$ cat src/hdl/obi_pkg.sv
package obi_pkg;

  // OBI request and response, one set per memory port
  typedef struct packed {
    logic        req;
    logic        we;
    logic [3:0]  be;
    logic [31:0] addr;
    logic [31:0] wdata;
  } obi_req_t;

  typedef struct packed {
    logic        gnt;
    logic        rvalid;
    logic [31:0] rdata;
  } obi_resp_t;

  // Auxiliary unit link between core and multiplier
  typedef struct packed {
    logic        req;
    logic [31:0] op_a;
    logic [31:0] op_b;
  } apu_req_t;

  typedef struct packed {
    logic        gnt;
    logic        rvalid;
    logic [31:0] result;
  } apu_resp_t;

  // Opcode field in bits 31:28
  typedef enum logic [3:0] {
    OP_NOP  = 4'h0,
    OP_LI   = 4'h1,
    OP_ADD  = 4'h2,
    OP_LW   = 4'h3,
    OP_SW   = 4'h4,
    OP_MUL  = 4'h5,
    OP_BNZ  = 4'h6,
    OP_RETI = 4'h7
  } opcode_e;

  localparam int REG_IDX_W = 2;
  localparam int NUM_REGS  = 2 ** REG_IDX_W;

  // Instruction word layout, bits 23:16 carry nothing
  typedef struct packed {
    opcode_e                opcode;
    logic [REG_IDX_W-1:0]   rd;
    logic [REG_IDX_W-1:0]   rs;
    logic [7:0]             rsvd;
    logic [15:0]            imm;
  } instr_t;

  localparam logic [31:0] IRQ_VECTOR = 32'h100;
  localparam int          IRQ_NUM    = 32;
  localparam int          MUL_STEPS  = 16;

endpackage
$ cat src/hdl/cpu_subsystem.sv
`timescale 1ns/10ps

module cpu_subsystem #(
  parameter logic [31:0] BOOT_ADDR = 32'h180
) (
  input  logic               clk_i,
  input  logic               arst_n_i,

  // Instruction memory port
  output obi_pkg::obi_req_t  core_instr_req_o,
  input  obi_pkg::obi_resp_t core_instr_resp_i,

  // Data memory port
  output obi_pkg::obi_req_t  core_data_req_o,
  input  obi_pkg::obi_resp_t core_data_resp_i,

  // Interrupt lines and acknowledge
  input  logic [31:0]        irq_i,
  output logic               irq_ack_o,
  output logic [4:0]         irq_id_o,

  // Halt request, treated like fetch enable low
  input  logic               debug_req_i,

  input  logic               fetch_enable_i
);
  import obi_pkg::*;

  apu_req_t  apu_req;
  apu_resp_t apu_resp;
  logic      core_run;
  logic      irq_pending;
  logic      irq_take;
  logic      irq_done;

  assign core_run = fetch_enable_i & ~debug_req_i;

  // Instruction port only reads
  assign core_instr_req_o.we    = 1'b0;
  assign core_instr_req_o.wdata = '0;
  assign core_instr_req_o.be    = 4'b1111;

  obi_core u_core (
    .clk_i        (clk_i),
    .arst_n_i     (arst_n_i),
    .boot_addr_i  (BOOT_ADDR),
    .run_i        (core_run),
    .instr_addr_o (core_instr_req_o.addr),
    .instr_req_o  (core_instr_req_o.req),
    .instr_resp_i (core_instr_resp_i),
    .data_req_o   (core_data_req_o),
    .data_resp_i  (core_data_resp_i),
    .apu_req_o    (apu_req),
    .apu_resp_i   (apu_resp),
    .irq_pending_i(irq_pending),
    .irq_take_o   (irq_take),
    .irq_done_o   (irq_done)
  );

  mul_coproc u_mul (
    .clk_i     (clk_i),
    .arst_n_i  (arst_n_i),
    .apu_req_i (apu_req),
    .apu_resp_o(apu_resp)
  );

  irq_ctrl u_irq (
    .clk_i        (clk_i),
    .arst_n_i     (arst_n_i),
    .irq_i        (irq_i),
    .irq_take_i   (irq_take),
    .irq_done_i   (irq_done),
    .irq_pending_o(irq_pending),
    .irq_ack_o    (irq_ack_o),
    .irq_id_o     (irq_id_o)
  );

endmodule

$ cat src/hdl/obi_core.sv
`timescale 1ns/10ps

module obi_core (
  input  logic               clk_i,
  input  logic               arst_n_i,
  input  logic [31:0]        boot_addr_i,
  input  logic               run_i,
  output logic [31:0]        instr_addr_o,
  output logic               instr_req_o,
  input  obi_pkg::obi_resp_t instr_resp_i,
  output obi_pkg::obi_req_t  data_req_o,
  input  obi_pkg::obi_resp_t data_resp_i,
  output obi_pkg::apu_req_t  apu_req_o,
  input  obi_pkg::apu_resp_t apu_resp_i,
  input  logic               irq_pending_i,
  output logic               irq_take_o,
  output logic               irq_done_o
);
  import obi_pkg::*;

  typedef enum logic [2:0] {
    FETCH,
    FETCH_WAIT,
    EXEC,
    MEM,
    MEM_WAIT,
    APU,
    APU_WAIT
  } state_e;

  state_e                    state_q;
  state_e                    state_d;
  logic [31:0]               pc_q;
  logic [31:0]               pc_d;
  logic [31:0]               epc_q;
  logic                      fetch_hold_q;
  logic                      started_q;
  instr_t                    instr_q;
  logic [NUM_REGS-1:0][31:0] rf_q;
  logic [31:0]               rd_val;
  logic [31:0]               rs_val;
  logic [31:0]               imm_ext;
  logic                      rf_we;
  logic [31:0]               rf_wdata;
  logic                      fetch_en;
  logic                      fetch_idle;

  assign rd_val  = rf_q[instr_q.rd];
  assign rs_val  = rf_q[instr_q.rs];
  assign imm_ext = {16'h0000, instr_q.imm};

  // Fetching starts in the first cycle after reset release
  assign fetch_en = run_i && started_q;

  // At an instruction boundary with no fetch request left hanging
  assign fetch_idle = (state_q == FETCH) && !fetch_hold_q && fetch_en;

  // Interrupt entry replaces the fetch for one cycle
  assign irq_take_o  = fetch_idle && irq_pending_i;
  assign instr_req_o = (state_q == FETCH) && (fetch_hold_q || (fetch_en && !irq_pending_i));
  assign instr_addr_o = pc_q;

  assign irq_done_o = (state_q == EXEC) && (instr_q.opcode == OP_RETI);

  // Data port fields stay stable while in MEM
  assign data_req_o.req   = (state_q == MEM);
  assign data_req_o.we    = (instr_q.opcode == OP_SW);
  assign data_req_o.be    = 4'b1111;
  assign data_req_o.addr  = imm_ext;
  assign data_req_o.wdata = rd_val;

  assign apu_req_o.req  = (state_q == APU);
  assign apu_req_o.op_a = rd_val;
  assign apu_req_o.op_b = rs_val;

  always_comb begin
    state_d  = state_q;
    pc_d     = pc_q;
    rf_we    = 1'b0;
    rf_wdata = '0;
    case (state_q)
      FETCH: begin
        if (irq_take_o) begin
          pc_d = IRQ_VECTOR;
        end else if (instr_req_o && instr_resp_i.gnt) begin
          state_d = FETCH_WAIT;
        end
      end
      FETCH_WAIT: begin
        if (instr_resp_i.rvalid) state_d = EXEC;
      end
      EXEC: begin
        pc_d    = pc_q + 32'd4;
        state_d = FETCH;
        case (instr_q.opcode)
          OP_LI: begin
            rf_we    = 1'b1;
            rf_wdata = imm_ext;
          end
          OP_ADD: begin
            rf_we    = 1'b1;
            rf_wdata = rd_val + rs_val;
          end
          OP_LW, OP_SW: state_d = MEM;
          OP_MUL:       state_d = APU;
          OP_BNZ: begin
            if (rd_val != '0) pc_d = imm_ext;
          end
          OP_RETI: pc_d = epc_q;
          default: ;
        endcase
      end
      MEM: begin
        if (data_resp_i.gnt) state_d = MEM_WAIT;
      end
      MEM_WAIT: begin
        if (data_resp_i.rvalid) begin
          state_d = FETCH;
          // Store also waits here for its response
          if (instr_q.opcode == OP_LW) begin
            rf_we    = 1'b1;
            rf_wdata = data_resp_i.rdata;
          end
        end
      end
      APU: begin
        if (apu_resp_i.gnt) state_d = APU_WAIT;
      end
      APU_WAIT: begin
        if (apu_resp_i.rvalid) begin
          state_d  = FETCH;
          rf_we    = 1'b1;
          rf_wdata = apu_resp_i.result;
        end
      end
      default: state_d = FETCH;
    endcase
  end

  always_ff @(posedge clk_i or negedge arst_n_i) begin
    if (!arst_n_i) begin
      state_q      <= FETCH;
      pc_q         <= boot_addr_i;
      fetch_hold_q <= 1'b0;
      started_q    <= 1'b0;
      rf_q         <= '0;
    end else begin
      state_q      <= state_d;
      pc_q         <= pc_d;
      started_q    <= 1'b1;
      // Keep req up once issued, even if run drops before the grant
      fetch_hold_q <= instr_req_o && !instr_resp_i.gnt;
      if (rf_we) begin
        rf_q[instr_q.rd] <= rf_wdata;
      end
    end
  end

  always_ff @(posedge clk_i) begin
    if (irq_take_o) begin
      epc_q <= pc_q;
    end
    if ((state_q == FETCH_WAIT) && instr_resp_i.rvalid) begin
      instr_q <= instr_t'(instr_resp_i.rdata);
    end
  end

endmodule

$ cat src/hdl/mul_coproc.sv
`timescale 1ns/10ps

module mul_coproc (
  input  logic               clk_i,
  input  logic               arst_n_i,
  input  obi_pkg::apu_req_t  apu_req_i,
  output obi_pkg::apu_resp_t apu_resp_o
);
  import obi_pkg::*;

  localparam int CNT_W = $clog2(MUL_STEPS);

  typedef enum logic [1:0] {
    IDLE,
    BUSY,
    DONE
  } state_e;

  state_e      state_q;
  logic [CNT_W-1:0] step_q;
  logic [31:0] mcand_q;
  logic [31:0] mplr_q;
  logic [31:0] acc_q;
  logic [31:0] pp;
  logic        accept;

  assign accept = (state_q == IDLE) && apu_req_i.req;

  // Radix-4 partial product of the two lowest multiplier bits
  always_comb begin
    case (mplr_q[1:0])
      2'd0:    pp = '0;
      2'd1:    pp = mcand_q;
      2'd2:    pp = mcand_q << 1;
      default: pp = mcand_q + (mcand_q << 1);
    endcase
  end

  always_ff @(posedge clk_i or negedge arst_n_i) begin
    if (!arst_n_i) begin
      state_q <= IDLE;
      step_q  <= '0;
    end else begin
      case (state_q)
        IDLE: begin
          step_q <= '0;
          if (accept) state_q <= BUSY;
        end
        BUSY: begin
          step_q <= step_q + 1'b1;
          if (step_q == CNT_W'(MUL_STEPS - 1)) state_q <= DONE;
        end
        default: state_q <= IDLE;
      endcase
    end
  end

  // Operand shifters and accumulator
  always_ff @(posedge clk_i) begin
    if (accept) begin
      mcand_q <= apu_req_i.op_a;
      mplr_q  <= apu_req_i.op_b;
      acc_q   <= '0;
    end else if (state_q == BUSY) begin
      acc_q   <= acc_q + pp;
      mcand_q <= mcand_q << 2;
      mplr_q  <= mplr_q >> 2;
    end
  end

  assign apu_resp_o.gnt    = (state_q == IDLE);
  assign apu_resp_o.rvalid = (state_q == DONE);
  assign apu_resp_o.result = acc_q;

endmodule

$ cat src/hdl/irq_ctrl.sv
`timescale 1ns/10ps

module irq_ctrl (
  input  logic                        clk_i,
  input  logic                        arst_n_i,
  input  logic [obi_pkg::IRQ_NUM-1:0] irq_i,
  input  logic                        irq_take_i,
  input  logic                        irq_done_i,
  output logic                        irq_pending_o,
  output logic                        irq_ack_o,
  output logic [4:0]                  irq_id_o
);
  import obi_pkg::*;

  logic [4:0] sel_id;
  logic       active_q;
  logic       ack_q;
  logic [4:0] id_q;

  // Lowest numbered line wins, so scan from the top down
  always_comb begin
    sel_id = '0;
    for (int i = IRQ_NUM - 1; i >= 0; i--) begin
      if (irq_i[i]) begin
        sel_id = 5'(i);
      end
    end
  end

  // No nesting while a handler runs
  assign irq_pending_o = (|irq_i) & ~active_q;

  always_ff @(posedge clk_i or negedge arst_n_i) begin
    if (!arst_n_i) begin
      active_q <= 1'b0;
      ack_q    <= 1'b0;
      id_q     <= '0;
    end else begin
      ack_q <= irq_take_i;
      if (irq_take_i) begin
        id_q     <= sel_id;
        active_q <= 1'b1;
      end else if (irq_done_i) begin
        active_q <= 1'b0;
      end
    end
  end

  assign irq_ack_o = ack_q;
  assign irq_id_o  = id_q;

endmodule

$ cat config.mk
export PLATFORM = sky130hd
export DESIGN_NAME = cpu_subsystem
export DESIGN_NICKNAME = d
export VERILOG_FILES = /design/src/hdl/obi_pkg.sv /design/src/hdl/cpu_subsystem.sv /design/src/hdl/obi_core.sv /design/src/hdl/mul_coproc.sv /design/src/hdl/irq_ctrl.sv
export SDC_FILE = /design/constraint.sdc
export NUM_CORES = 1
export LEC_CHECK = 0
export ABC_CLOCK_PERIOD_IN_PS = 12200
export BUFFER_PORTS_ARGS = -buffer_cell sky130_fd_sc_hd__buf_2
export CAP_MARGIN = 20
export CORE_MARGIN = 5
export CORE_UTILIZATION = 30
export CTS_BUF_LIST = sky130_fd_sc_hd__clkbuf_2
export CTS_CLUSTER_SIZE = 10
export DETAILED_ROUTE_END_ITERATION = 8
export GPL_TIMING_DRIVEN = 0
export HOLD_SLACK_MARGIN = 0.03
export PLACE_DENSITY = 0.56
export SLEW_MARGIN = 20
export SYNTH_ARGS = -nofsm -noshare
export SYNTH_HDL_FRONTEND = slang
export SYNTH_SLANG_ARGS = --single-unit
$ cat constraint.sdc
create_clock -name clk_i -period 12.2 [get_ports clk_i]
set_input_delay 0 -clock clk_i [delete_from_list [all_inputs] [get_ports clk_i]]
set_output_delay 0 -clock clk_i [all_outputs]
set_load 0.01 [all_outputs]
Word level (Yosys, flattened, before mapping)
Cells that the tools add are included.
W data, S select, Z words.
{"block": "totals", "inputBits": 104, "out_inout_bits": 146, "reg_bits": 330, "mem_bits_ro": 0, "latchBits": 0, "mem_bits_rw": 0, "n_memories": 0, "elab_cells": 164}
{"block": "op_classes", "div_mod_pow": 0, "n_eq_ne": 28, "shifts": 0, "mux": 73, "addsub": 5, "n_lt_le_gt_ge": 3, "mul": 0, "bitwise_logic": 4, "n_reduce_logical": 30}
{"cell": "$mux W32", "n": 12}
{"cell": "$pmux W32 S2", "n": 3}
{"cell": "$pmux W32 S3", "n": 2}
{"cell": "$mux W5", "n": 32}
{"cell": "$bmux W32 S2", "n": 2}
{"cell": "$bwmux W128", "n": 1}
{"cell": "$add A32 B32 Y32", "n": 3}
{"cell": "$demux W32 S2", "n": 1}
{"cell": "$add A32 B3 Y32 const B", "n": 1}
{"cell": "$reduce_bool A32 Y1", "n": 1}
{"cell": "$reduce_or A32 Y1", "n": 1}
{"cell": "$mux W3", "n": 7}
{"cell": "$pmux W3 S7", "n": 1}
{"cell": "$eq A4 B3 Y1 const B", "n": 4}
{"cell": "$logic_and A1 B1 Y1", "n": 12}
{"cell": "$ne A2 B2 Y1 const B", "n": 6}
{"cell": "$eq A3 B3 Y1 const B", "n": 3}
{"cell": "$eq A4 B2 Y1 const B", "n": 2}
{"cell": "$ne A2 B1 Y1 const B", "n": 4}
{"cell": "$pmux W4 S2", "n": 1}
{"cell": "$reduce_bool A2 Y1", "n": 4}
{"cell": "$reduce_and A7 Y1", "n": 1}
{"cell": "$eq A3 B2 Y1 const B", "n": 2}
{"cell": "$lt A2 B3 Y1 const B", "n": 2}
{"cell": "20 further kinds", "n": 35}

Logic depth before layout (Yosys ltp)
{"block": "logic_depth", "ltp_word": 32, "ltp_mapped": 25, "ltp_nobuf": 25}

Least setup slack after synthesis
OpenSTA, ideal clock, no wires.
{"block": "synth_timing", "path_kind": "reg2reg", "startpoint": "register u_mul.mcand_q[1]", "endpoint": "register u_mul.acc_q[31]", "path_slack_ns": 6.957, "path_buffers": 0, "setup_ns": 0.131, "required_time_ns": 12.069, "arrival_time_ns": 5.112, "synth_period_minus_slack_ns": 5.243, "stages_incl_launch_ff": 25, "path_cell_list": "edfxtp_1 > ha_1 > fa_1 > a21oi_1 > o211ai_1 > o2111a_1 > o21ai_0 > a21boi_0 > o31a_1 > o21a_1 > nor2_1 > xnor2_1 > mux2_2 > a22o_1 > ha_1 > inv_1 > nor3_1 > and4_1 > a21o_1 > a21oi_1 > o31ai_1 > nor3_1 > o21a_1 > a2111oi_0 > nand2_1"}
{"block": "synth_between", "elab_chain_len": 3}
{"item": "from (decl)", "line_no": "mul_coproc.sv:21", "text": "logic [31:0] mcand_q;"}
{"item": "from (signal assigned)", "line_no": "mul_coproc.sv:61", "text": "mcand_q <= apu_req_i.op_a;"}
{"item": "from (signal assigned)", "line_no": "mul_coproc.sv:66", "text": "mcand_q <= mcand_q << 2;"}
{"item": "$add A32 B32 Y32", "line_no": "mul_coproc.sv:35", "text": "default: pp = mcand_q + (mcand_q << 1);"}
{"item": "$pmux W32 S3 *", "line_no": "mul_coproc.sv:31", "text": "case (mplr_q[1:0])"}
{"item": "$add A32 B32 Y32 *", "line_no": "mul_coproc.sv:65", "text": "acc_q <= acc_q + pp;"}
{"item": "to (signal assigned)", "line_no": "mul_coproc.sv:65"}
{"item": "to (decl)", "line_no": "mul_coproc.sv:23", "text": "logic [31:0] acc_q;"}
Every way passes the cells marked *; elsewhere a longest branch is shown, timed or not.
A chain may end at the register's enable or synchronous reset.

Worst setup path after layout
Same ends and word-level chain as after synthesis.

==> out/results.txt <==
Worst Reg-to-Reg Cells -> 24
Slew Limit Fails -> 0
Synth Flop Type -> dfrtp_1
Tcrit/Tclk final -> 0.5029
internal power -> 3436 uW
power per cell area -> 241.7 mW/mm^2
initial antenna violation count -> 2
RD Place Congestion -> 0.9533
Post-route DRC -> 0
Switch Pwr -> 2862 uW
status -> finished clean
Logic pwr share -> 0.575
# IOs -> 250
most frequent cell after synthesis -> nand2_1
crit path max fanout -> 6
final wirelength -> 75.44 mm
Seq/Total Area, Yosys -> 0.4110
# nets final -> 2935
Setup Crit Path Kind -> reg2reg
Crit path arrival time -> 7.04 ns
Sink Count -> 330
Lkg Pwr -> 0.01181 uW
post-synth cell types -> 81
WHS -> 0.2158 ns
Area growth, synth to finish -> 23.07%
final cell count without fillers -> 3745
FF-to-FF End -> u_mul.acc_q[31]$_SDFFE_PP0P_
Die Y -> 275.6 um
via count -> 19240
total track usage -> 0.1944
Post-Syn Instances -> 2240
biggest cell delay along the critical path -> 0.51 ns
CP max-delay cell -> edfxtp_1
share of cells above drive strength 1 -> 0.1994
CTS tree -> done
Area contributors post-synth -> dfrtp_1 (21%), edfxtp_1 (17%), mux4_2 (6.8%), nand2_1 (6.8%), ha_1 (5.6%)
DIE AREA -> 0.07597 mm^2
setup_tns -> 0 ns
I/O Buffers -> 184
Peak VDD IR -> 0.09822 mV
grt ovf -> 0
crit-path cells -> ha_1 > fa_1 > a21oi_1 > o211ai_1 > o2111a_1 > o21ai_0 > a21boi_0 > o31a_1 > o21a_1 > nor2_1 > xnor2_1 > mux2_2 > a22o_1 > ha_1 > inv_1 > nor3_1 > and4_1 > a21o_1 > a21oi_1 > o31ai_1 > nor3_1 > o21a_1 > a2111oi_0 > nand2_1
drt wl/cell -> 20.14 um
Initial DRC Count -> 1472
DP HPWL -> 56.79 mm
Hold Path Depth -> 6
crit path capture type -> flip-flop
headroom to the max-slew limit -> 0.3009
die outline width -> 275.6 um
Mapped Avg Cell Area -> 9.450 um^2
Synth warnings -> 0
H-tree depth -> 3
vias in the first global route -> 19550
Final Setup Violations -> 0
WHS Endpoint -> u_core.rf_q[13]$_DFFE_PN0P_
placed insts -> 3427
total CTS buffers -> 84
Flop pwr share -> 0.297
worst min path class -> in2reg
share of Yosys cell area claimed by the top area cell type -> 0.2081
Max Fclk -> 0.1630 GHz
RSZ-0062 raised after global routing -> false
Final Worst Setup Slack -> 6.065 ns
Clk pin slew, worst setup/hold paths -> 0.11 ns
first-pass GRT wire length -> 114.2 mm
cell taking the most area after synthesis -> dfrtp_1
Root Driver -> clkbuf_2
CTS resizes -> 0
EDFF count, synth -> 120
Syn Std Cell Area -> 0.02117 mm^2
Period minus WS final -> 6.135 ns
post-synthesis register bit count -> 330
Max Cap Violations -> 0
fraction of registers with async set/reset -> 0.5394
post-route ant nets -> 0
DR pass1 iterations -> 6
Critical Path Start Type -> flip-flop
clk_skew -> 0.06183 ns
largest net degree at the start of global routing -> 86
synth cell count leaders -> nand2_1 (381), a21oi_1 (178), dfrtp_1 (176)
num rows -> 97
R2R Setup Slk -> 6.07 ns
core box area -> 0.07003 mm^2
switching share of power -> 0.4544
post-place setup slack -> 6.203 ns
Hold Fails Final Rpt -> 0
actual slew at the worst max-slew pin -> 1.041 ns
worst skew pair latency -> 1.05 ns
Worst Path Required -> 13.11 ns
Max Root-Sink Buffers -> 3
R2R Path Start -> u_mul.mcand_q[1]$_SDFFCE_PN0P_
vias per cell -> 5.137
Initial Utilization -> 0.3023
Clk pwr share -> 0.128
hold path start -> core_data_resp_i[13]
[worst max-delay path: cells and delay by family (launching register included)]
family | cells | cell delay [ns]
AND/OR/NAND/NOR | 5 | 0.88
AO/OA/AOI/OAI | 13 | 3.11
adder cells (fa/ha/maj) | 3 | 1.09
flip-flops | 1 | 0.51
buffers and inverters | 1 | 0.06
XOR/XNOR | 1 | 0.08
multiplexers | 1 | 0.26
[layout make-up]
type	instances	area (um^2)
fillers	7123	43970
multi-input cells	1707	11290
flip-flops and latches	330	8701
repair buffers	352	2678
plain buffers	214	1235
well taps	940	1176
clock buffers	123	615.6
clock inverters	32	180.2
inverters	45	171.4
diodes	2	5.005
[per-stage QoR]
stage               total power (uW)  utilization  instance area (um^2)
floorplan                       4429            -                 21380
global placement                5316       0.3352                 23480
detailed placement              5382       0.3373                 23620
CTS                             6281       0.3719                 26040
global route                    6804       0.3720                 26050
finish                          6297       0.3720                 26050
[cells by family (layout without fill, tap and decap cells)]
family | after synthesis | after routing | synth area share
muxes | 96 | 96 | 0.08499
and+or+nand+nor | 738 | 738 | 0.1531
buffers and inverters | 259 | 766 | 0.06626
DFF | 330 | 330 | 0.4110
other | 2 | 60 | 0.0003548
adders and majority gates | 97 | 97 | 0.05840
xor gates and xnor gates | 90 | 90 | 0.03724
AOI/OAI and AO/OA | 628 | 628 | 0.1886
[power groups by stage]
| stage | logic [uW] | clock network, uW | registers [uW] |
|---|---|---|---|
| after floorplan | 2630 | 0 | 1800 |
| after global placement | 3430 | 0 | 1880 |
| after detailed placement | 3490 | 0 | 1890 |
| after global routing | 4010 | 880 | 1920 |
| after CTS | 3580 | 830 | 1870 |
| final | 3620 | 805 | 1870 |
[registers in the layout, indices dropped and copies added, names as in the netlist]
signal / count
u_core.epc_q: 32
u_irq.irq_ack_o: 1
u_core.started_q: 1
u_mul.mcand_q: 32
u_core.state_q: 3
u_mul.mplr_q: 32
u_core.data_req_o: 16
u_irq.irq_id_o: 5
u_mul.state_q: 2
u_core.instr_q: 8
u_core.instr_addr_o: 32
u_core.rf_q: 128
u_core.fetch_hold_q: 1
u_mul.acc_q: 32
u_mul.step_q: 4
u_irq.active_q: 1
[layer usage]
| metal | part of all wire | routed length (um) | GRT usage |
|---|---|---|---|
| met2 | 0.49 | 37040 | 0.3317 |
| met3 | 0.055 | 4142 | 0.02912 |
| met5 | 0 | 0 | 0 |
| met1 | 0.41 | 31290 | 0.2454 |
| met4 | 0.039 | 2965 | 0.08400 |
[how the worst max path moves through the flow]
| stage | cells after the start | endpoint | slack (ns) | start |
|---|---|---|---|---|
| finish | 24 | u_mul.acc_q[31]$_SDFFE_PP0P_ | 6.07 | u_mul.mcand_q[1]$_SDFFCE_PN0P_ |
| global route | 24 | u_mul.acc_q[31]$_SDFFE_PP0P_ | 5.59 | u_mul.mcand_q[1]$_SDFFCE_PN0P_ |
| CTS | 24 | u_mul.acc_q[31]$_SDFFE_PP0P_ | 6.11 | u_mul.mcand_q[1]$_SDFFCE_PN0P_ |
| detailed placement | 24 | u_mul.acc_q[31]$_SDFFE_PP0P_ | 6.20 | u_mul.mcand_q[1]$_SDFFCE_PN0P_ |
| global placement | 24 | u_mul.acc_q[31]$_SDFFE_PP0P_ | 6.27 | u_mul.mcand_q[1]$_SDFFCE_PN0P_ |
| floorplan | 24 | u_mul.acc_q[31]$_SDFFE_PP0P_ | 6.96 | u_mul.mcand_q[1]$_SDFFCE_PN0P_ |
[what timing repair did]
| item | 4_1_cts | 5_1_grt |
|---|---|---|
| hold endpoints to repair | 402 | 0 |
| setup buffers | 0 | 0 |
| hold buffers | 161 | 0 |
[cells in the final DEF, fill, tap and decap left out, drive strengths merged, types with 10 or more instances in the layout]
cell type,count
nand2,382
o21bai,14
xor2,40
a21o,55
o21a,17
nor2b,11
ha,94
buf,316
xnor2,50
inv,46
and2,12
a221oi,15
dfxtp,32
mux4,64
o211ai,10
edfxtp,120
mux2,30
dfrtp,176
o31ai,11
a22oi,20
o21ai,180
a211oi,11
nor2,154
nand2b,13
nor4,18
a22o,31
a31oi,19
clkinv,28
nor3,40
nand3,33
clkbuf,213
nand4,15
conb,58
dlygate4sd3,160
and3,26
a21oi,180
Note: power is estimated with default switching activity, not from simulation.
